[src/adam_pkg.sv]
`default_nettype none

package adam_pkg;

    typedef logic [31:0] addr_t;
    typedef logic [31:0] data_t;

    // manager side of an AXI4-Lite link
    typedef struct packed {
        logic       aw_valid;
        addr_t      aw_addr;
        logic       w_valid;
        data_t      w_data;
        logic [3:0] w_strb;
        logic       b_ready;
        logic       ar_valid;
        addr_t      ar_addr;
        logic       r_ready;
    } axil_req_t;

    // subordinate side of an AXI4-Lite link
    typedef struct packed {
        logic       aw_ready;
        logic       w_ready;
        logic       b_valid;
        logic [1:0] b_resp;
        logic       ar_ready;
        logic       r_valid;
        data_t      r_data;
        logic [1:0] r_resp;
    } axil_rsp_t;

    typedef struct packed {
        logic req;
        logic ack;
    } pause_t;

    localparam logic [1:0] resp_okay   = 2'b00;
    localparam logic [1:0] resp_slverr = 2'b10;

    // target select on address bits 13:12, value 3 unmapped
    localparam logic [1:0] sel_syscfg = 2'd0;
    localparam logic [1:0] sel_mem    = 2'd1;
    localparam logic [1:0] sel_timer  = 2'd2;

    // syscfg register offsets
    localparam logic [7:0] off_mem_ctrl     = 8'h00;
    localparam logic [7:0] off_mem_status   = 8'h04;
    localparam logic [7:0] off_irq_en       = 8'h08;
    localparam logic [7:0] off_timer_ctrl   = 8'h10;
    localparam logic [7:0] off_timer_status = 8'h14;
    localparam logic [7:0] off_boot_addr    = 8'h20;

    // timer register offsets
    localparam logic [3:0] off_count    = 4'h0;
    localparam logic [3:0] off_compare  = 4'h4;
    localparam logic [3:0] off_tctrl    = 4'h8;
    localparam logic [3:0] off_irq_stat = 4'hc;

    // byte-strobe merge of write data into an old word
    function automatic data_t strb_merge(input data_t old, input data_t wdata,
                                         input logic [3:0] strb);
        data_t res;
        res = old;
        for (int i = 0; i < 4; i++) begin
            if (strb[i]) begin
                res[8*i +: 8] = wdata[8*i +: 8];
            end
        end
        return res;
    endfunction

endpackage

`default_nettype wire

[src/adam_timer.sv]
`default_nettype none

module adam_timer (
    input  logic                clk,
    input  logic                rst_n,
    input  logic                unit_rst,

    input  adam_pkg::axil_req_t req,
    output adam_pkg::axil_rsp_t rsp,

    input  logic                pause_req,
    output logic                pause_ack,

    output logic                irq
);

    adam_pkg::data_t count_q;
    adam_pkg::data_t compare_q;
    adam_pkg::data_t r_data_q;
    adam_pkg::data_t wr_word;

    logic en_q;
    logic irq_q;
    logic ack_q;
    logic b_valid_q;
    logic r_valid_q;
    logic wr_acc;
    logic rd_acc;

    function automatic adam_pkg::data_t reg_val(input logic [3:0] off);
        adam_pkg::data_t val;
        val = '0;
        case (off)
            adam_pkg::off_count:    val    = count_q;
            adam_pkg::off_compare:  val    = compare_q;
            adam_pkg::off_tctrl:    val[0] = en_q;
            adam_pkg::off_irq_stat: val[0] = irq_q;
            default:                val    = '0;
        endcase
        return val;
    endfunction

    assign wr_acc  = req.aw_valid && req.w_valid && !b_valid_q && !unit_rst;
    assign rd_acc  = req.ar_valid && !r_valid_q && !unit_rst;
    assign wr_word = adam_pkg::strb_merge(reg_val(req.aw_addr[3:0]), req.w_data, req.w_strb);

    always_comb begin
        rsp          = '0;
        rsp.aw_ready = wr_acc;
        rsp.w_ready  = wr_acc;
        rsp.b_valid  = b_valid_q;
        rsp.b_resp   = adam_pkg::resp_okay;
        rsp.ar_ready = rd_acc;
        rsp.r_valid  = r_valid_q;
        rsp.r_data   = r_data_q;
        rsp.r_resp   = adam_pkg::resp_okay;
    end

    always_ff @(posedge clk or negedge rst_n) begin
        if (!rst_n) begin
            count_q   <= '0;
            compare_q <= '0;
            en_q      <= 1'b0;
            irq_q     <= 1'b0;
            ack_q     <= 1'b0;
            b_valid_q <= 1'b0;
            r_valid_q <= 1'b0;
        end else if (unit_rst) begin
            count_q   <= '0;
            compare_q <= '0;
            en_q      <= 1'b0;
            irq_q     <= 1'b0;
            ack_q     <= 1'b0;
            b_valid_q <= 1'b0;
            r_valid_q <= 1'b0;
        end else begin
            ack_q <= pause_req;

            // count frozen while the pause is acknowledged
            if (en_q && !ack_q) begin
                if (count_q == compare_q) begin
                    count_q <= '0;
                    irq_q   <= 1'b1;
                end else begin
                    count_q <= count_q + 32'd1;
                end
            end

            if (wr_acc) begin
                case (req.aw_addr[3:0])
                    adam_pkg::off_count:    count_q   <= wr_word;
                    adam_pkg::off_compare:  compare_q <= wr_word;
                    adam_pkg::off_tctrl:    en_q      <= wr_word[0];
                    // write 1 to clear
                    adam_pkg::off_irq_stat: begin
                        if (req.w_strb[0] && req.w_data[0]) begin
                            irq_q <= 1'b0;
                        end
                    end
                    default: ;
                endcase
            end

            if (wr_acc) begin
                b_valid_q <= 1'b1;
            end else if (req.b_ready) begin
                b_valid_q <= 1'b0;
            end

            if (rd_acc) begin
                r_valid_q <= 1'b1;
            end else if (req.r_ready) begin
                r_valid_q <= 1'b0;
            end
        end
    end

    always_ff @(posedge clk) begin
        if (rd_acc) begin
            r_data_q <= reg_val(req.ar_addr[3:0]);
        end
    end

    assign irq       = irq_q;
    assign pause_ack = ack_q;

endmodule

`default_nettype wire

[config.mk]
export PLATFORM = sky130hd
export DESIGN_NAME = adam_timer
export DESIGN_NICKNAME = d
export VERILOG_FILES = /design/src/adam_pkg.sv /design/src/adam_timer.sv
export SDC_FILE = /design/constraint.sdc
export NUM_CORES = 1
export LEC_CHECK = 0
export ABC_AREA = 1
export CORE_MARGIN = 3
export CORE_UTILIZATION = 49
export DETAILED_ROUTE_END_ITERATION = 16
export DONT_BUFFER_PORTS = 1
export PLACE_DENSITY = 0.73
export SLEW_MARGIN = 20
export SYNTH_ARGS = -nofsm -noshare
export SYNTH_HDL_FRONTEND = slang
export SYNTH_SLANG_ARGS = --single-unit
[constraint.sdc]
create_clock -name clk -period 4.8 [get_ports clk]
set_clock_uncertainty 0.2 [all_clocks]
set_input_delay 0.96 -clock clk [delete_from_list [all_inputs] [get_ports clk]]
set_output_delay 0.96 -clock clk [all_outputs]
set_load 0.03 [all_outputs]
==> metrics.md <==
| Metric | Value |
|---|---|
| CP bufs+invs | 1 |
| Crit end category | register |
| Pwr dens | 271 mW/mm² |
| Clock transition at path regs | 70 ps |
| Fin worst setup slack | 1470 ps |
| Slew Limit Headroom | 36.5% |
| Routed WL | 18500 µm |
| Final Max Tran Viols | 0 |
| Peak VDD IR | 0.000171 V |
| Terminus of the critical flop-to-flop path | count_q[16]$_DFF_PN0_ |
| Synth Area per Inst | 7.48 µm² |
| IO buf count | 0 |
| DRC viols | 0 |
| HP Class | input pin to async pin |
| Die H | 119 µm |
| Clock Path Buffers | 2 |
| I/O pins | 152 |
| Via density | 5.84 |
| Final nets | 915 |
| CP arrival | 3360 ps |
| Drt wl/cell | 18.9 µm |
| H-tree Lvls | 3 |
| GRT Total Usage | 26.5% |
| Initial DRC Count | 547 |
| Clock Tree Root | clkbuf_16 |
| Hpwl dp | 12700 µm |
| Worst R2R Setup Slack | 1760 ps |
| Sequential fraction of the synthesis area | 43.2% |
| CTS Hold Bufs | 0 |
| CTS tree | done |
| Initial antenna violation count | 0 |
| ANT nets after route | 0 |
| Leakage | 2.61 nW |
| Final Critical Period | 3330 ps |
| Worst-path maximum fanout | 19 |
| CTS resizes | 0 |
| Final hold slack | 88.3 ps |
| Clock sink total | 101 |
| Crit Path Class | input pin to register |
| Fin crit share | 69.4% |
| Sum Neg Setup Slack | 0 ps |
| Netlist cell types | 35 |
| Worst R2R Path Depth | 8 |
| Layout cells sized above 1 | 5.56% |
| CP Data Required Time | 4830 ps |
| Yosys reg bits | 101 |
| Design area | 0.00655 mm² |
| Initial Util | 51.0% |
| First drt pass iteration count | 7 |
| RSZ-0062 raised after global routing | false |
| CTS buffer count | 9 |
| CP startpoint kind | input pin |
| R2R Path Start | b_valid_q$_DFFE_PN0P_ |
| Total number of vias | 5712 |
| Inserted Diodes | 0 |
| Cell Chain, Critical Path | nor2_4 > nand3_1 > o21ai_2 > buf_4 > o22ai_1 |
| Fillcell total | 1242 |
| Post-CTS setup buffers | 0 |
| Largest net degree at the start of global routing | 70 |
| First-pass GRT wire length | 29300 µm |
| # setup viols final | 0 |
| Delay-heaviest family, CP | compound AO/OA/AOI/OAI gates |
| Mapped cell area | 0.00623 mm² |
| GRT overflow | 0 |
| Die area | 0.0141 mm² |
| Die Width | 119 µm |
| Fmax | 300 MHz |
| Place WS | 1190 ps |
| Clk_lat worst skew | 360 ps |
| Yosys warns | 0 |
| P&R area growth vs syn | 5.23% |
| Cell Rows | 40 |
| Worst-Margin Slew | 950 ps |
| Area post-placement | 0.00626 mm² |
| GP Congestion | 0.965 |
| Crit-path max cell delay | 1050 ps |
| Post-synthesis instance total | 832 |
| Slowest CP cell | o21ai_2 |
| Status | complete, no violations |
| Vias in the first global route | 5416 |
| Core Box Area | 0.0122 mm² |
| Fin. Hold Viols | 0 |
| Max-Cap Viols | 0 |
[synthesized netlist by cell type, drive strengths merged]
| cell | number | area (µm²) |
|---|---|---|
| a22oi | 1 | 7.51 |
| o31ai | 2 | 15.0 |
| conb | 1 | 3.75 |
| inv | 109 | 409 |
| dfrtp | 69 | 1730 |
| o221ai | 14 | 123 |
| nor2 | 99 | 409 |
| o21ai | 38 | 190 |
| a21oi | 42 | 214 |
| edfxtp | 32 | 961 |
| nand3 | 33 | 180 |
| nor3 | 4 | 35.0 |
| ha | 1 | 12.5 |
| xor2 | 14 | 123 |
| o21a | 1 | 7.51 |
| nand2 | 204 | 773 |
| nand4 | 8 | 50.1 |
| clkbuf | 20 | 76.3 |
| clkinv | 1 | 3.75 |
| o211ai | 13 | 97.6 |
| xnor2 | 11 | 96.3 |
| o22ai | 86 | 538 |
| buf | 29 | 174 |
[layer usage]
layer,routed length [µm],global-route usage [%],vias up
met5,0,0,-
met4,537,10.5,0
met3,1620,6.41,37
met2,8570,40.6,250
met1,7780,36.2,2698
li1,-,-,2727
[registers in the layout (all words and copies together), names as in the netlist]
name / cells
b_valid_q: 1
compare_q: 32
count_q: 32
en_q: 1
irq: 1
pause_ack: 1
r_data_q: 32
r_valid_q: 1
[layout by cell type (no fill, tap or decap), drive strengths merged]
master | netlist | routed
nand2 | 204 | 204
inv | 109 | 109
nor2 | 99 | 99
o22ai | 86 | 86
dfrtp | 69 | 69
a21oi | 42 | 42
o21ai | 38 | 38
nand3 | 33 | 33
edfxtp | 32 | 32
clkbuf | 20 | 15
o221ai | 14 | 14
xor2 | 14 | 14
o211ai | 13 | 13
xnor2 | 11 | 11
nand4 | 8 | 8
buf | 29 | 8
conb | 1 | 4
nor3 | 4 | 4
o31ai | 2 | 2
o21a | 1 | 1
clkinv | 1 | 1
a22oi | 1 | 1
ha | 1 | 1
bufinv | 0 | 1
[logic make-up (layout without fill, tap and decap cells)]
family                     count (synthesis)  after routing  share of synthesized area (%)
AOI/OAI and AO/OA                        197            197                           19.2
other                                      1              4                         0.0602
buffers and inverters                    159            134                           10.7
adders and majority gates                  1              1                          0.201
DFF                                      101            101                           43.2
xor gates and xnor gates                  25             25                           3.52
and+or+nand+nor                          348            348                           23.3
[layout make-up]
type | instances | area, µm² | share of cell area (%)
Multi-Input combinational cell | 575 | 2890 | 44.2
Clock inverter | 1 | 30.0 | 0.458
Clock buffer | 15 | 258 | 3.93
Tap cell | 168 | 210 | 3.21
Timing Repair Buffer | 8 | 60.1 | 0.917
Sequential cell | 101 | 2690 | 41.0
Inverter | 110 | 413 | 6.30
[where the power goes]
| group | leakage [nW] | switching, mW | internal [mW] |
|---|---|---|---|
| clock | 0.138 | 0.318 | 0.420 |
| combinational | 1.20 | 0.0772 | 0.0269 |
| sequential | 1.27 | 0.0289 | 0.902 |
| total | 2.61 | 0.424 | 1.35 |
[stage by stage]
stage	cells	utilization [%]	power [mW]
floorplan	835	-	1.03
global placement	962	51.3	1.05
detailed placement	962	51.3	1.05
CTS	978	53.6	1.78
global route	978	53.6	1.83
finish	978	53.6	1.77
[worst max-delay path by stage]
| stage | from | to | slack [ps] | cells past startpoint |
|---|---|---|---|---|
| after floorplan | unit_rst | rsp[35] | 1040 | 6 |
| after global placement | req[73] | compare_q[19]$_DFFE_PN0P_ | 1230 | 5 |
| after detailed placement | req[73] | compare_q[17]$_DFFE_PN0P_ | 1190 | 5 |
| after CTS | req[73] | compare_q[17]$_DFFE_PN0P_ | 1570 | 5 |
| after global routing | req[73] | compare_q[22]$_DFFE_PN0P_ | 1330 | 5 |
| final | req[73] | compare_q[17]$_DFFE_PN0P_ | 1470 | 5 |
No activity file was read; power rests on OpenSTA's default activity.
