===== src/adam_pkg.sv =====
`default_nettype none

package adam_pkg;

    typedef logic [31:0] addr_t;
    typedef logic [31:0] data_t;

    // manager side of an AXI4-Lite link
    typedef struct packed {
        logic       aw_valid;
        addr_t      aw_addr;
        logic       w_valid;
        data_t      w_data;
        logic [3:0] w_strb;
        logic       b_ready;
        logic       ar_valid;
        addr_t      ar_addr;
        logic       r_ready;
    } axil_req_t;

    // subordinate side of an AXI4-Lite link
    typedef struct packed {
        logic       aw_ready;
        logic       w_ready;
        logic       b_valid;
        logic [1:0] b_resp;
        logic       ar_ready;
        logic       r_valid;
        data_t      r_data;
        logic [1:0] r_resp;
    } axil_rsp_t;

    typedef struct packed {
        logic req;
        logic ack;
    } pause_t;

    localparam logic [1:0] resp_okay   = 2'b00;
    localparam logic [1:0] resp_slverr = 2'b10;

    // target select on address bits 13:12, value 3 unmapped
    localparam logic [1:0] sel_syscfg = 2'd0;
    localparam logic [1:0] sel_mem    = 2'd1;
    localparam logic [1:0] sel_timer  = 2'd2;

    // syscfg register offsets
    localparam logic [7:0] off_mem_ctrl     = 8'h00;
    localparam logic [7:0] off_mem_status   = 8'h04;
    localparam logic [7:0] off_irq_en       = 8'h08;
    localparam logic [7:0] off_timer_ctrl   = 8'h10;
    localparam logic [7:0] off_timer_status = 8'h14;
    localparam logic [7:0] off_boot_addr    = 8'h20;

    // timer register offsets
    localparam logic [3:0] off_count    = 4'h0;
    localparam logic [3:0] off_compare  = 4'h4;
    localparam logic [3:0] off_tctrl    = 4'h8;
    localparam logic [3:0] off_irq_stat = 4'hc;

    // byte-strobe merge of write data into an old word
    function automatic data_t strb_merge(input data_t old, input data_t wdata,
                                         input logic [3:0] strb);
        data_t res;
        res = old;
        for (int i = 0; i < 4; i++) begin
            if (strb[i]) begin
                res[8*i +: 8] = wdata[8*i +: 8];
            end
        end
        return res;
    endfunction

endpackage

`default_nettype wire


===== src/adam_fabric.sv =====
`default_nettype none

module adam_fabric (
    input  logic                clk,
    input  logic                rst_n,

    input  adam_pkg::axil_req_t mst_req,
    output adam_pkg::axil_rsp_t mst_rsp,

    output adam_pkg::axil_req_t syscfg_req,
    output adam_pkg::axil_req_t mem_req,
    output adam_pkg::axil_req_t timer_req,

    input  adam_pkg::axil_rsp_t syscfg_rsp,
    input  adam_pkg::axil_rsp_t mem_rsp,
    input  adam_pkg::axil_rsp_t timer_rsp
);

    logic                wr_busy_q;
    logic                rd_busy_q;
    logic [1:0]          wr_sel_q;
    logic [1:0]          rd_sel_q;
    logic [1:0]          wr_sel;
    logic [1:0]          rd_sel;

    adam_pkg::axil_req_t slv_req [3];
    adam_pkg::axil_rsp_t slv_rsp [4];
    adam_pkg::axil_rsp_t err_rsp;

    // live decode while idle, latched target while busy
    assign wr_sel = wr_busy_q ? wr_sel_q : mst_req.aw_addr[13:12];
    assign rd_sel = rd_busy_q ? rd_sel_q : mst_req.ar_addr[13:12];

    always_comb begin
        for (int i = 0; i < 3; i++) begin
            slv_req[i]          = mst_req;
            slv_req[i].aw_valid = mst_req.aw_valid && !wr_busy_q && (wr_sel == i);
            slv_req[i].w_valid  = mst_req.w_valid && !wr_busy_q && (wr_sel == i);
            slv_req[i].b_ready  = mst_req.b_ready && wr_busy_q && (wr_sel == i);
            slv_req[i].ar_valid = mst_req.ar_valid && !rd_busy_q && (rd_sel == i);
            slv_req[i].r_ready  = mst_req.r_ready && rd_busy_q && (rd_sel == i);
        end
    end

    assign syscfg_req = slv_req[adam_pkg::sel_syscfg];
    assign mem_req    = slv_req[adam_pkg::sel_mem];
    assign timer_req  = slv_req[adam_pkg::sel_timer];

    // local subordinate for the unmapped select
    always_comb begin
        err_rsp          = '0;
        err_rsp.aw_ready = !wr_busy_q && mst_req.aw_valid && mst_req.w_valid;
        err_rsp.w_ready  = !wr_busy_q && mst_req.aw_valid && mst_req.w_valid;
        err_rsp.b_valid  = wr_busy_q;
        err_rsp.b_resp   = adam_pkg::resp_slverr;
        err_rsp.ar_ready = !rd_busy_q && mst_req.ar_valid;
        err_rsp.r_valid  = rd_busy_q;
        err_rsp.r_resp   = adam_pkg::resp_slverr;
    end

    assign slv_rsp[adam_pkg::sel_syscfg] = syscfg_rsp;
    assign slv_rsp[adam_pkg::sel_mem]    = mem_rsp;
    assign slv_rsp[adam_pkg::sel_timer]  = timer_rsp;
    assign slv_rsp[3]                    = err_rsp;

    always_comb begin
        mst_rsp          = '0;
        mst_rsp.aw_ready = slv_rsp[wr_sel].aw_ready;
        mst_rsp.w_ready  = slv_rsp[wr_sel].w_ready;
        mst_rsp.b_valid  = wr_busy_q && slv_rsp[wr_sel].b_valid;
        mst_rsp.b_resp   = slv_rsp[wr_sel].b_resp;
        mst_rsp.ar_ready = slv_rsp[rd_sel].ar_ready;
        mst_rsp.r_valid  = rd_busy_q && slv_rsp[rd_sel].r_valid;
        mst_rsp.r_data   = slv_rsp[rd_sel].r_data;
        mst_rsp.r_resp   = slv_rsp[rd_sel].r_resp;
    end

    // one outstanding transaction per direction
    always_ff @(posedge clk or negedge rst_n) begin
        if (!rst_n) begin
            wr_busy_q <= 1'b0;
            wr_sel_q  <= '0;
            rd_busy_q <= 1'b0;
            rd_sel_q  <= '0;
        end else begin
            if (!wr_busy_q) begin
                if (mst_req.aw_valid && mst_rsp.aw_ready) begin
                    wr_busy_q <= 1'b1;
                    wr_sel_q  <= wr_sel;
                end
            end else if (mst_rsp.b_valid && mst_req.b_ready) begin
                wr_busy_q <= 1'b0;
            end

            if (!rd_busy_q) begin
                if (mst_req.ar_valid && mst_rsp.ar_ready) begin
                    rd_busy_q <= 1'b1;
                    rd_sel_q  <= rd_sel;
                end
            end else if (mst_rsp.r_valid && mst_req.r_ready) begin
                rd_busy_q <= 1'b0;
            end
        end
    end

endmodule

`default_nettype wire


===== config.mk =====
export PLATFORM = sky130hd
export DESIGN_NAME = adam_fabric
export DESIGN_NICKNAME = d
export VERILOG_FILES = /design/src/adam_pkg.sv /design/src/adam_fabric.sv
export SDC_FILE = /design/constraint.sdc
export NUM_CORES = 1
export LEC_CHECK = 0
export BUFFER_PORTS_ARGS = -buffer_cell sky130_fd_sc_hd__clkbuf_2
export CORE_AREA = 2 2 229 231
export CTS_BUF_LIST = sky130_fd_sc_hd__clkbuf_8
export CTS_CLUSTER_DIAMETER = 120
export DETAILED_ROUTE_END_ITERATION = 10
export DIE_AREA = 0 0 231 233
export PLACE_DENSITY = 0.3
export SLEW_MARGIN = 20
export SYNTH_ARGS = -nofsm -noshare
export SYNTH_HDL_FRONTEND = slang
export SYNTH_SLANG_ARGS = --single-unit

===== constraint.sdc =====
create_clock -name clk -period 3.9 [get_ports clk]
set_input_delay 0.39 -clock clk [delete_from_list [all_inputs] [get_ports clk]]
set_output_delay 0.39 -clock clk [all_outputs]
set_load 0.03 [all_outputs]

==> impl_metrics.toml <==
[run_status]
status = "completed"

[sta]
fin_crit_sh = 0.752
period_minus_slack_ns = 2.93
setup_tns_ns = 0
drv_slew = 0
rsz0062_at_grt = "false"
setup_viol = 0
max_freq_ghz = 0.341
fin_skew_ns = 0.000151
worst_slack_ns = 0.967
slew_headroom = 0.652
hold_viol = 0
worst_pin_slew_ns = 0.507

[grt]
antenna_found_initial = 4
grt_use_total = 0.0421
grt_max_degree = 40
grt_pass1_vias = 2348
gr-total-overflow = 0
grt_pass1_wl_um = 16200

[floorplan]
num_rows = 83
dieWidth_um = 231
dieArea_sq_mm = 0.0538
die_h_um = 233
start_util = 0.0724
coreArea_sq_mm = 0.0511
io_pins = 586

[clock_tree]
cts_hold_buf = 0
cts-root-buf = "clkbuf_8"
clk_path_buf_depth = 2
ctsResizeCount = 0
cts_sinks = 6
cts.reportedPaths.clkPinSlew_ns = 0.04
clk_latency_ns = 0.22
cts_max_level = 1
cts_made_buffers = 3
cts_tree = "done"
post_cts_buffers = 0

[setup_path]
crit_fanout = 39
required_ns = 3.51
reg2reg_to = "rd_sel_q[0]"
ff2ff_path_depth = 4
endpoint_kind = "output port"
critPathLaunchType = "flip-flop"
criticalPathCategory = "flip-flop to output port"
rrSetupSlack_ns = 1.89
crit_arrival_ns = 2.54
worstReg2RegStart = "rd_busy_q"

[job]
cap_violations = 0

[routing]
drt_first_pass_iters = 4
wirelength_um = 12700
via_count = 2473
final_antenna_net_count = 0
drc = 0
avgRoutedWirePerCell_um = 11.8
first_iter_violations = 52
via_per_inst = 2.29

[logic_synthesis]
synth_top_family_by_area = "buffers and inverters"
synth-main-ff-cell = "dfrtp_1"
synthArstFlopShare = 1.00
syn-cell-area_sq_mm = 0.00370
synth_top_cell_area_share = 0.615
synth-compound-area-share = 0.0799
synthMuxAreaShare = 0.137
synth-xor-area-share = 0
yosysSeqAreaShare = 0.0406
synthCells = 505
synth_area_leaders = "buf_4 (62%), mux2i_1 (11%), o21ai_0 (5.1%)"
synth_fa_ha_area_frac = 0
ys_ff_latch = 6
yosysTopAreaCell = "buf_4"
synthSimpleGateAreaFrac = 0.106
synth.distinct_cells = 34
synth_nets = 735
ys_top_cells_by_count = "buf_4 (303), mux2i_1 (41), nand2_1 (41), o21ai_0 (38), nor2_1 (12)"
synth_edf_count = 0
syn_area_per_cell_sq_um = 7.32
yosysMostFrequentCell = "buf_4"
ys_warn_count = 0

[power_and_ir_drop]
switching_share = 0.634
switching_power_w = 0.00116
power_density_mw_per_mm2 = 557
pwr-share-clk = 0.053
leakage_nw = 1.49
ir_worst_vdd_uv = 168
combPwrFrac = 0.851
p_seq_frac = 0.097
p_int_w = 0.000672

[place]
pre_cts_ws_ns = 1.13
numPortBuffers = 201
dp_hpwl_um = 11100
gp_congestion = 0.691

[cells_and_area]
drive_gt1_frac = 0.548
fin_nets = 628
area_delta_synth_final_pct = -11.0

[worst_hold_path]
hold_path.class = "primary input to async pin"
-- logic make-up after synthesis --
family          count (synthesis)
buf+inv                       318
simple gates                   81
compound gates                 52
mux                            48
flops                           6
-- power by group through the flow --
stage	clock network (W)	logic (W)	registers, W
after global placement	0	0.00161	0.000182
final	0.0000968	0.00156	0.000177
after CTS	0.000105	0.00161	0.000179
after global routing	0.000109	0.00171	0.000190
after floorplan	0	0.00174	0.000113
after detailed placement	0	0.00160	0.000180
-- per-stage QoR --
| stage | power (W) | std cells | util | cell area, sq um | hold WS (ns) |
|---|---|---|---|---|---|
| floorplan | 0.00185 | 505 | - | 3700 | 0.0944 |
| global placement | 0.00179 | 1073 | 0.0635 | 3240 | 0.259 |
| detailed placement | 0.00178 | 1073 | 0.0635 | 3240 | 0.260 |
| CTS | 0.00189 | 1076 | 0.0643 | 3280 | 0.0138 |
| global route | 0.00200 | 1076 | 0.0643 | 3280 | 0.0158 |
| finish | 0.00183 | 1079 | 0.0644 | 3290 | 0.00865 |
-- worst max-delay path by stage --
stage               cells after the start  slack (ns)       from           to
finish                                  6        0.97  rd_busy_q  mst_rsp[26]
detailed placement                      6        1.13  rd_busy_q  mst_rsp[26]
global placement                        6        1.17  rd_busy_q  mst_rsp[26]
floorplan                               6        1.62  rd_busy_q   mst_rsp[0]
global route                            6        0.70  rd_busy_q  mst_rsp[26]
CTS                                     6        0.87  rd_busy_q  mst_rsp[26]
-- metal layers --
metal  part of all wire  up-vias  global-route usage
met5                  0        -                   0
met4              0.085        0              0.0397
met3               0.17      101              0.0359
met2               0.42      237              0.0583
met1               0.32     1015              0.0372
li1                   -     1120                   -
-- cells in the final DEF, fill, tap and decap left out --
master,count
o2bb2ai_1,1
mux4_2,1
diode_2,3
mux2i_1,40
buf_4,3
and3_4,1
a22o_1,1
nor3_1,4
clkbuf_8,3
and3_1,2
a21oi_1,4
nand4b_1,1
mux2_4,2
inv_1,2
nand2_1,41
clkbuf_2,201
nor2b_1,4
and3b_1,1
o211ai_1,1
or2b_1,1
nor2_1,12
and2_1,3
o221ai_1,1
o21ai_1,3
a211oi_1,2
o31ai_4,1
nor3b_1,4
nand2b_1,4
and4b_1,1
o21ai_0,38
or3_1,1
mux2_2,4
dfrtp_1,6
nand3b_1,1
mux2i_4,1
-- registers in the layout (all words and copies together) (netlist names) --
signal and count:
rd_busy_q 1, rd_sel_q 2, wr_busy_q 1, wr_sel_q 2
-- critical path: stages, from the launching register on --
cell and delay, ns:
dfrtp_1 0.56, mux2_4 0.50, and2_1 0.36, buf_4 0.38
nand2_1 0.13, o21ai_0 0.11, clkbuf_2 0.25
-- cell type report --
cell class	count	area, sq um
antenna	3	7.51
clock buffer	3	41.3
fill	6116	47800
inverter	2	7.51
multi-input combinational	181	1210
sequential	6	150
tap	680	851
timing repair buffer	204	1030
No activity file was read; power rests on OpenSTA's default activity.
