**config.mk**
```make
export PLATFORM = sky130hd
export DESIGN_NAME = adam_syscfg
export DESIGN_NICKNAME = d
export VERILOG_FILES = /design/src/adam_pkg.sv /design/src/adam_syscfg.sv
export SDC_FILE = /design/constraint.sdc
export NUM_CORES = 1
export LEC_CHECK = 0
export BUFFER_PORTS_ARGS = -buffer_cell sky130_fd_sc_hd__buf_2
export CAP_MARGIN = 20
export CORE_ASPECT_RATIO = 0.8
export CORE_MARGIN = 2
export CORE_UTILIZATION = 39
export CTS_BUF_LIST = sky130_fd_sc_hd__clkbuf_8
export DETAILED_ROUTE_END_ITERATION = 16
export PLACE_DENSITY = 0.78
export SLEW_MARGIN = 15
export SYNTH_ARGS = -nofsm -noshare
export SYNTH_HDL_FRONTEND = slang
export SYNTH_SLANG_ARGS = --single-unit
```
**constraint.sdc**
```tcl
create_clock -name clk -period 3 [get_ports clk]
set_input_delay 0.6 -clock clk [delete_from_list [all_inputs] [get_ports clk]]
set_output_delay 0.6 -clock clk [all_outputs]
set_load 0.02 [all_outputs]
```
**src/adam_pkg.sv**
```systemverilog
`default_nettype none

package adam_pkg;

    typedef logic [31:0] addr_t;
    typedef logic [31:0] data_t;

    // manager side of an AXI4-Lite link
    typedef struct packed {
        logic       aw_valid;
        addr_t      aw_addr;
        logic       w_valid;
        data_t      w_data;
        logic [3:0] w_strb;
        logic       b_ready;
        logic       ar_valid;
        addr_t      ar_addr;
        logic       r_ready;
    } axil_req_t;

    // subordinate side of an AXI4-Lite link
    typedef struct packed {
        logic       aw_ready;
        logic       w_ready;
        logic       b_valid;
        logic [1:0] b_resp;
        logic       ar_ready;
        logic       r_valid;
        data_t      r_data;
        logic [1:0] r_resp;
    } axil_rsp_t;

    typedef struct packed {
        logic req;
        logic ack;
    } pause_t;

    localparam logic [1:0] resp_okay   = 2'b00;
    localparam logic [1:0] resp_slverr = 2'b10;

    // target select on address bits 13:12, value 3 unmapped
    localparam logic [1:0] sel_syscfg = 2'd0;
    localparam logic [1:0] sel_mem    = 2'd1;
    localparam logic [1:0] sel_timer  = 2'd2;

    // syscfg register offsets
    localparam logic [7:0] off_mem_ctrl     = 8'h00;
    localparam logic [7:0] off_mem_status   = 8'h04;
    localparam logic [7:0] off_irq_en       = 8'h08;
    localparam logic [7:0] off_timer_ctrl   = 8'h10;
    localparam logic [7:0] off_timer_status = 8'h14;
    localparam logic [7:0] off_boot_addr    = 8'h20;

    // timer register offsets
    localparam logic [3:0] off_count    = 4'h0;
    localparam logic [3:0] off_compare  = 4'h4;
    localparam logic [3:0] off_tctrl    = 4'h8;
    localparam logic [3:0] off_irq_stat = 4'hc;

    // byte-strobe merge of write data into an old word
    function automatic data_t strb_merge(input data_t old, input data_t wdata,
                                         input logic [3:0] strb);
        data_t res;
        res = old;
        for (int i = 0; i < 4; i++) begin
            if (strb[i]) begin
                res[8*i +: 8] = wdata[8*i +: 8];
            end
        end
        return res;
    endfunction

endpackage

`default_nettype wire

```
**src/adam_syscfg.sv**
```systemverilog
`default_nettype none

module adam_syscfg (
    input  logic                clk,
    input  logic                rst_n,

    input  adam_pkg::axil_req_t req,
    output adam_pkg::axil_rsp_t rsp,

    output logic                mem_rst,
    output logic                mem_pause_req,
    input  logic                mem_pause_ack,

    output logic                timer_rst,
    output logic                timer_pause_req,
    input  logic                timer_pause_ack,

    input  logic                timer_irq,
    output logic                irq,

    output adam_pkg::addr_t     boot_addr
);

    // bit 0 unit reset, bit 1 pause request
    typedef struct packed {
        logic pause;
        logic rst;
    } ctrl_t;

    ctrl_t           mem_ctrl_q;
    ctrl_t           timer_ctrl_q;
    logic            irq_en_q;
    adam_pkg::addr_t boot_addr_q;

    logic            b_valid_q;
    logic            r_valid_q;
    adam_pkg::data_t r_data_q;
    adam_pkg::data_t wr_word;
    logic            wr_acc;
    logic            rd_acc;

    // current value of a register, zero for unknown offsets
    function automatic adam_pkg::data_t reg_val(input logic [7:0] off);
        adam_pkg::data_t val;
        val = '0;
        case (off)
            adam_pkg::off_mem_ctrl:     val[1:0] = mem_ctrl_q;
            adam_pkg::off_mem_status:   val[0]   = mem_pause_ack;
            adam_pkg::off_irq_en:       val[0]   = irq_en_q;
            adam_pkg::off_timer_ctrl:   val[1:0] = timer_ctrl_q;
            adam_pkg::off_timer_status: val[0]   = timer_pause_ack;
            adam_pkg::off_boot_addr:    val      = boot_addr_q;
            default:                    val      = '0;
        endcase
        return val;
    endfunction

    assign wr_acc  = req.aw_valid && req.w_valid && !b_valid_q;
    assign rd_acc  = req.ar_valid && !r_valid_q;
    assign wr_word = adam_pkg::strb_merge(reg_val(req.aw_addr[7:0]), req.w_data, req.w_strb);

    always_comb begin
        rsp          = '0;
        rsp.aw_ready = wr_acc;
        rsp.w_ready  = wr_acc;
        rsp.b_valid  = b_valid_q;
        rsp.b_resp   = adam_pkg::resp_okay;
        rsp.ar_ready = rd_acc;
        rsp.r_valid  = r_valid_q;
        rsp.r_data   = r_data_q;
        rsp.r_resp   = adam_pkg::resp_okay;
    end

    always_ff @(posedge clk or negedge rst_n) begin
        if (!rst_n) begin
            mem_ctrl_q   <= '0;
            timer_ctrl_q <= '0;
            irq_en_q     <= 1'b0;
            boot_addr_q  <= '0;
            b_valid_q    <= 1'b0;
            r_valid_q    <= 1'b0;
        end else begin
            if (wr_acc) begin
                // status offsets are read-only
                case (req.aw_addr[7:0])
                    adam_pkg::off_mem_ctrl:   mem_ctrl_q   <= wr_word[1:0];
                    adam_pkg::off_timer_ctrl: timer_ctrl_q <= wr_word[1:0];
                    adam_pkg::off_irq_en:     irq_en_q     <= wr_word[0];
                    adam_pkg::off_boot_addr:  boot_addr_q  <= wr_word;
                    default: ;
                endcase
            end

            if (wr_acc) begin
                b_valid_q <= 1'b1;
            end else if (req.b_ready) begin
                b_valid_q <= 1'b0;
            end

            if (rd_acc) begin
                r_valid_q <= 1'b1;
            end else if (req.r_ready) begin
                r_valid_q <= 1'b0;
            end
        end
    end

    // read data captured at acceptance
    always_ff @(posedge clk) begin
        if (rd_acc) begin
            r_data_q <= reg_val(req.ar_addr[7:0]);
        end
    end

    assign mem_rst         = mem_ctrl_q.rst;
    assign mem_pause_req   = mem_ctrl_q.pause;
    assign timer_rst       = timer_ctrl_q.rst;
    assign timer_pause_req = timer_ctrl_q.pause;

    assign irq       = timer_irq && irq_en_q;
    assign boot_addr = boot_addr_q;

endmodule

`default_nettype wire

```
==> results of run 1 <==
## routing by layer
layer,vias to the layer above,wire length [µm],share of wire (%),global-route usage [%]
li1,977,-,-,-
met1,1003,2660,43,18.8
met2,91,3010,48,25.5
met3,6,477,7.7,6.38
met4,0,59,0.95,4.46
met5,-,0,0,0
## placed cells by master (no fill, tap or decap), drive strengths merged, types with 3 or more instances in the layout
cell / count
buf: 137
mux2: 38
a21oi: 3
nand2: 6
dfrtp: 39
and2: 31
nor2: 6
nor3: 4
clkinv: 3
conb: 4
edfxtp: 32
clkbuf: 9
mux2i: 3
## power by group through the flow
stage	clock network, W	registers, W	logic [W]
after detailed placement	0	0.00109	0.000190
after floorplan	0	0.00113	0.0000587
after global placement	0	0.00109	0.000187
final	0.000808	0.00107	0.000187
after CTS	0.000834	0.00107	0.000191
after global routing	0.000874	0.00107	0.000205
## metrics by stage
| step | instance area (µm²) | hold slack (ns) | std cells | util [%] |
|---|---|---|---|---|
| after global placement | 3670 | 0.501 | 415 | 49.9 |
| after detailed placement | 3670 | 0.509 | 415 | 49.9 |
| after floorplan | 2950 | 0.304 | 200 | - |
| after CTS | 3880 | 0.409 | 430 | 52.8 |
| after global routing | 3880 | 0.415 | 430 | 52.8 |
| final | 3880 | 0.383 | 430 | 52.8 |
## flip-flops by register name (all words and copies together) (netlist names)
signal	cells
b_valid_q	1
r_data_q	32
r_valid_q	1
boot_addr	32
timer_pause_req	1
mem_rst	1
timer_rst	1
irq_en_q	1
mem_pause_req	1
## critical path, cell delays in order
cell and delay [ns]:
buf_2 0.09, or4_1 0.55, or3_1 0.38, nor3b_2 0.19, buf_4 0.28, and2_1 0.17
## layout make-up
class	instances	area [µm²]	share of cell area, %
inverter	2	7.51	0.193
clock inverter	6	86.3	2.22
clock buffer	9	124	3.19
timing repair buffer	137	691	17.8
tap	90	113	2.90
sequential	71	1940	49.9
multi-input combinational	115	923	23.8
## final timing paths
| check | start | slack (ns) | cells after the start | to |
|---|---|---|---|---|
| setup / recovery | req[2] | 0.91 | 6 | r_data_q[11] |
| hold / removal | rst_n | 0.38 | 1 | boot_addr[24] |
| setup reg to reg | b_valid_q | 1.21 | 4 | boot_addr[15] |
| hold reg to reg | boot_addr[31] | 0.52 | 1 | boot_addr[31] |
| max in group asynchronous | rst_n | 2.04 | 1 | boot_addr[8] |
| min in group clk | req[0] | 0.43 | 2 | r_valid_q |
## logic make-up (layout without fill, tap and decap cells)
group           count (synthesis)  count (layout)
other cells                     1               4
flops                          71              71
mux                            41              41
compound gates                  8               8
buf+inv                        14             154
simple gates                   62              62
==> out/qor.csv, run 1 <==
stage;metric;value;unit
power_and_ir_drop;switching_share_of_power;23.3;%
synth;synth-xor-area-share;0;%
final_layout;n_antenna_cell;0;
grt;global_route.usage.total;15.4;%
hold_path;hold_path_class;in -> async;
synth;syn-instance-count;197;
route;avgViaCountPerCell;4.83;
floorplanning;die-width;101;µm
route;routed-via-count;2077;
placed_design;detailedPlacementHpwl;4.60;mm
power_and_ir_drop;pwr-share-comb;9.0;%
final_layout;area_growth_syn_to_layout;32.4;%
sta;final_period_minus_worst_setup_slack;2.09;ns
route;starting_drc_count_in_detailed_routing;42;
outcome;outcome;completed;
final_layout;nNetsFinal;446;
sta;fmaxAchievable;479;MHz
route;drt_pre_antenna_iters;5;
sta;tightest_slew;0.916;ns
placed_design;placement.setup.worst_slack;0.538;ns
power_and_ir_drop;power.leakage;1.98;nW
synth;synth_sequential_area_ratio;66.1;%
floorplanning;ioPinCount;188;
clocking;ctsLongestPathBuffers;2;
route;route.detailed.wl_per_inst;14.4;µm
synth;ys_ff_latch;71;
clocking;clock-root-buffer;clkbuf_8;
grt;global_route.overflow_total;0;
sta;fin_ws;0.914;ns
sta;timing.final.setup_violations;0;
clocking;numClockSinks;71;
final_layout;share_of_cells_above_drive_strength_1;57.9;%
critical_path;cp.required;3.20;ns
grt;grt_max_degree;40;
grt;wire_length_of_the_first_global_routing_pass;9.46;mm
synth;syn_area;2930;µm²
critical_path;end_kind;register;
power_and_ir_drop;worst_ir_drop_vdd;0.194;mV
synth;synth.top_cells.by_count;dfrtp_1, mux2_2, edfxtp_1;
synth;synth_simple_gate_area_share;13.4;%
sta;ratio_of_final_minimum_period_to_clock_period;69.5;%
clocking;ctsHoldBuffers;0;
grt;antenna_found_initial;0;
clocking;worst_setup_hold_path_clk_slew;0.07;ns
floorplanning;die-height;81.5;µm
synth;main_combinational_cell_family_by_area_after_synthesis;multiplexers;
clocking;cts_tree;yes;
job;max-cap-violations;0;
sta;clock_skew;0.00570;ns
power_and_ir_drop;p_sw;0.000480;W
sta;maxSlewViolCount;0;
synth;share_of_the_synthesized_area_in_the_top_cell_type;33.3;%
sta;timing.final.hold_violations;0;
power_and_ir_drop;power.density_cell_area;531;nW/µm²
grt;grt_pass1_vias;1953;
final_layout;n_fill_cell;652;
synth;synth_area_in_compound_gates;1.71;%
critical_path;criticalPathCategory;in -> reg;
placed_design;port_buffers;135;
synth;synthAdderAreaFrac;0;%
critical_path;worst-path-max-fanout;30;
sta;timing.slew.headroom;39.0;%
floorplanning;floorplan.initialDensity;39.8;%
synth;fraction_of_synthesized_area_in_multiplexers;15.6;%
floorplanning;fp-row-count;28;
synth;number_of_distinct_standard_cells_referenced_by_the_synthesized_netlist;31;
sta;finalSetupTns;0;ns
clocking;cts_repair_resize_count;0;
clocking;htree_num_levels;3;
clocking;worst_skew_pair.late_latency;0.34;ns
synth;synth.most_common_cell;dfrtp_1;
floorplanning;die_area;8230;µm²
critical_path;cp.arrival;2.29;ns
synth;post_synth_main_area_contributors;dfrtp_1, edfxtp_1, mux2_2;
route;finalWirelength;6.21;mm
route;final_antenna_net_count;0;
synth;ys_async_sr_fraction;54.9;%
critical_path;setup.worst_path.start_class;input port;
synth;edff_count_synth;32;
synth;synth-main-ff-cell;dfrtp_1;
power_and_ir_drop;share_seq_of_total_power;51.8;%
placed_design;place.gp.congestion;0.799;
synth;syn_avg_cell_area;14.9;µm²
clocking;number_of_buffers_added_by_the_clock_tree_synthesis_step;9;
synth;synth-warning-count;0;
sta;rsz0062_at_grt;false;
route;drcViolationCount;0;
synth;yosysTopAreaCell;dfrtp_1;
power_and_ir_drop;p_total;0.00206;W
floorplanning;fp.coreArea;7360;µm²
power_and_ir_drop;power.clock.fraction;39.2;%
power_and_ir_drop;internal-power;0.00158;W
clocking;post_cts_buffers;0;
(Power assumes the default switching activity.)
==> run 2, diff against run 1 <==
CORE_UTILIZATION = 44   (was 39)
PLACE_DENSITY = 0.83   (was 0.78)
clock period = 2 ns   (was 3 ns; I/O delays follow)
==> run 2 against run 1 <==
Compared with the run above: worst setup slack lost 0.72 ns; sequential power increased by 50%; final cell count up 1.4%; register-to-register slack worse by 0.94 ns; die area down 11%; wire length rose by 2.0%; core utilization up 9.3 points; global-route usage is 2.5 points higher.
==> out/qor.csv, run 2 (same netlist as run 1, synthesis figures left out) <==
stage;metric;value;unit;change
outcome;outcome;completed;;
power_and_ir_drop;pwr-share-comb;9.5;%;+0.5 points
critical_path;criticalPathCategory;in -> reg;;
grt;global_route_met2_usage;29.6;%;+4.1 points
clocking;worst_skew_pair.late_latency;0.34;ns;about the same
critical_path;crit_cells;6;;unchanged
floorplanning;die-height;77.0;µm;-5.6%
sta;fin_ws;0.189;ns;-0.725 ns
critical_path;crit_family;simple AND/OR/NAND/NOR gates;;
critical_path;regToRegEndpoint;boot_addr[19];;
power_and_ir_drop;power.density_cell_area;780;nW/µm²;+47%
critical_path;critical_path.slowest_cell;or4_1;;
final_layout;n_antenna_cell;0;;unchanged
job;max-cap-violations;0;;unchanged
power_and_ir_drop;share_seq_of_total_power;51.6;%;-0.2 points
critical_path;cp.arrival;2.02;ns;-0.27 ns
grt;globalRouteMet1Util;20.8;%;+2.0 points
grt;grt_max_degree;33;;-18%
floorplanning;die_area;7340;µm²;-11%
final_layout;mostFrequentLayoutCells;buf_2, dfrtp_1, mux2_2, edfxtp_1, and2_1;;
power_and_ir_drop;power.clock.fraction;38.9;%;-0.3 points
clocking;clock-root-buffer;clkbuf_8;;
critical_path;critical_path.endpoint;r_data_q[12];;
critical_path;regToRegSetupSlack;0.27;ns;-0.94 ns
power_and_ir_drop;worst_ir_drop_vdd;0.399;mV;+110%
critical_path;r2r_cells;5;;+1
clocking;numClockSinks;71;;unchanged
sta;fmaxAchievable;552;MHz;
critical_path;setup.worst_path.start_class;input port;;
power_and_ir_drop;internal-power;0.00238;W;+51%
final_layout;share_of_cells_above_drive_strength_1;58.8;%;+0.87 points
sta;clock_skew;0.00887;ns;+0.00316 ns
final_layout;nNetsFinal;457;;+2.5%
sta;timing.slew.headroom;66.3;%;+27 points
grt;top_usage_layer;met2;;
clocking;htree_num_levels;3;;unchanged
sta;final_period_minus_worst_setup_slack;1.81;ns;
placed_design;place.gp.congestion;0.746;;-6.7%
route;route.detailed.wl_per_inst;14.5;µm;+0.56%
floorplanning;ioPinCount;188;;unchanged
placed_design;detailedPlacementHpwl;4.78;mm;+3.9%
sta;rsz0062_at_grt;false;;
power_and_ir_drop;power.leakage;2.05;nW;+3.3%
power_and_ir_drop;p_sw;0.000716;W;+49%
sta;maxSlewViolCount;0;;unchanged
route;routed-via-count;2122;;+2.2%
critical_path;critPathLaunch;req[2];;
floorplanning;floorplan.initialDensity;45.7;%;+5.9 points
final_layout;final_cell_count_no_fill;436;;+1.4%
hold_path;hold_path_class;in -> async;;
sta;timing.final.hold_violations;0;;unchanged
critical_path;cp_slowest_stage_delay;0.53;ns;-0.02 ns
floorplanning;die-width;95.3;µm;-5.6%
clocking;ctsHoldBuffers;0;;unchanged
grt;wire_length_of_the_first_global_routing_pass;9.83;mm;+3.9%
critical_path;end_kind;register;;
route;drt_pre_antenna_iters;4;;-1
grt;global_route.overflow_total;0;;unchanged
floorplanning;fp-row-count;26;;-7.1%
critical_path;crit_chain;buf_2 > or4_1 > or3_1 > nor3b_4 > buf_4 > and2_1;;
grt;global_route.usage.total;17.9;%;+2.5 points
grt;use_met3;8.15;%;+1.8 points
clocking;cts_tree;yes;;
clocking;ctsLongestPathBuffers;2;;unchanged
grt;grt_pass1_vias;2066;;+5.8%
sta;timing.final.setup_violations;0;;unchanged
placed_design;placement.setup.worst_slack;-0.180;ns;-0.718 ns
floorplanning;fp.coreArea;6410;µm²;-13%
route;finalWirelength;6.33;mm;+2.0%
sta;ratio_of_final_minimum_period_to_clock_period;90.5;%;
clocking;number_of_buffers_added_by_the_clock_tree_synthesis_step;9;;unchanged
critical_path;worst-path-max-fanout;15;;-50%
clocking;worst_setup_hold_path_clk_slew;0.08;ns;about the same
placed_design;port_buffers;135;;unchanged
power_and_ir_drop;switching_share_of_power;23.1;%;-0.18 points
final_layout;area_growth_syn_to_layout;35.7;%;
route;final_antenna_net_count;0;;unchanged
final_layout;mostFrequentLayoutCell;buf_2;;
route;drcViolationCount;0;;unchanged
clocking;cts_repair_resize_count;0;;unchanged
critical_path;cp.required;2.21;ns;-0.99 ns
sta;tightest_slew;0.506;ns;-0.410 ns
clocking;post_cts_buffers;0;;unchanged
critical_path;critical_path.reg2reg.startpoint;b_valid_q;;
final_layout;n_fill_cell;524;;-20%
route;avgViaCountPerCell;4.87;;+0.76%
grt;antenna_found_initial;0;;unchanged
route;starting_drc_count_in_detailed_routing;42;;unchanged
placed_design;place.detailed.instances;420;;+1.2%
critical_path;worstPathBufferInverterCount;2;;unchanged
[run 2: per-layer routing]
layer / routed length (µm) / up-vias
met4: 19 / 0
li1: - / 1002
met3: 696 / 2
met2: 3060 / 111
met5: 0 / -
met1: 2550 / 1007
[run 2: power groups by stage]
stage | Sequential, W | Clock (W) | Combinational [W]
floorplan | 0.00169 | 0 | 0.0000880
global placement | 0.00163 | 0 | 0.000292
detailed placement | 0.00163 | 0 | 0.000298
CTS | 0.00160 | 0.00124 | 0.000298
global route | 0.00161 | 0.00132 | 0.000320
finish | 0.00160 | 0.00121 | 0.000294
[run 2: final cells by class]
cell class	instances	area (µm²)	area share (%)
sequential	71	1940	48.7
multi-input combinational	115	930	23.4
timing repair buffer	148	786	19.8
clock buffer	9	124	3.11
tap	84	105	2.64
clock inverter	7	88.8	2.23
inverter	2	7.51	0.189
[run 2: worst min path at each step]
stage / startpoint / to / slack (ns) / depth (start not counted)
2_1_floorplan: rst_n / b_valid_q / 0.10 / 0
3_3_place_gp: rst_n / b_valid_q / 0.40 / 1
3_5_place_dp: rst_n / b_valid_q / 0.40 / 1
4_1_cts: rst_n / irq_en_q / 0.02 / 1
5_1_grt: rst_n / irq_en_q / 0.03 / 1
6_report: rst_n / irq_en_q / 0.02 / 1
[run 2: metrics by stage]
stage          power [W]  setup TNS, ns  area, µm²  hold slack [ns]  utilization (%)
2_1_floorplan    0.00178              0       2950            0.104                -
3_3_place_gp     0.00192          -6.04       3760            0.400             58.7
3_5_place_dp     0.00193          -6.66       3760            0.403             58.7
4_1_cts          0.00314              0       3980           0.0232             62.1
5_1_grt          0.00324              0       3980           0.0281             62.1
6_report         0.00310              0       3980           0.0175             62.1
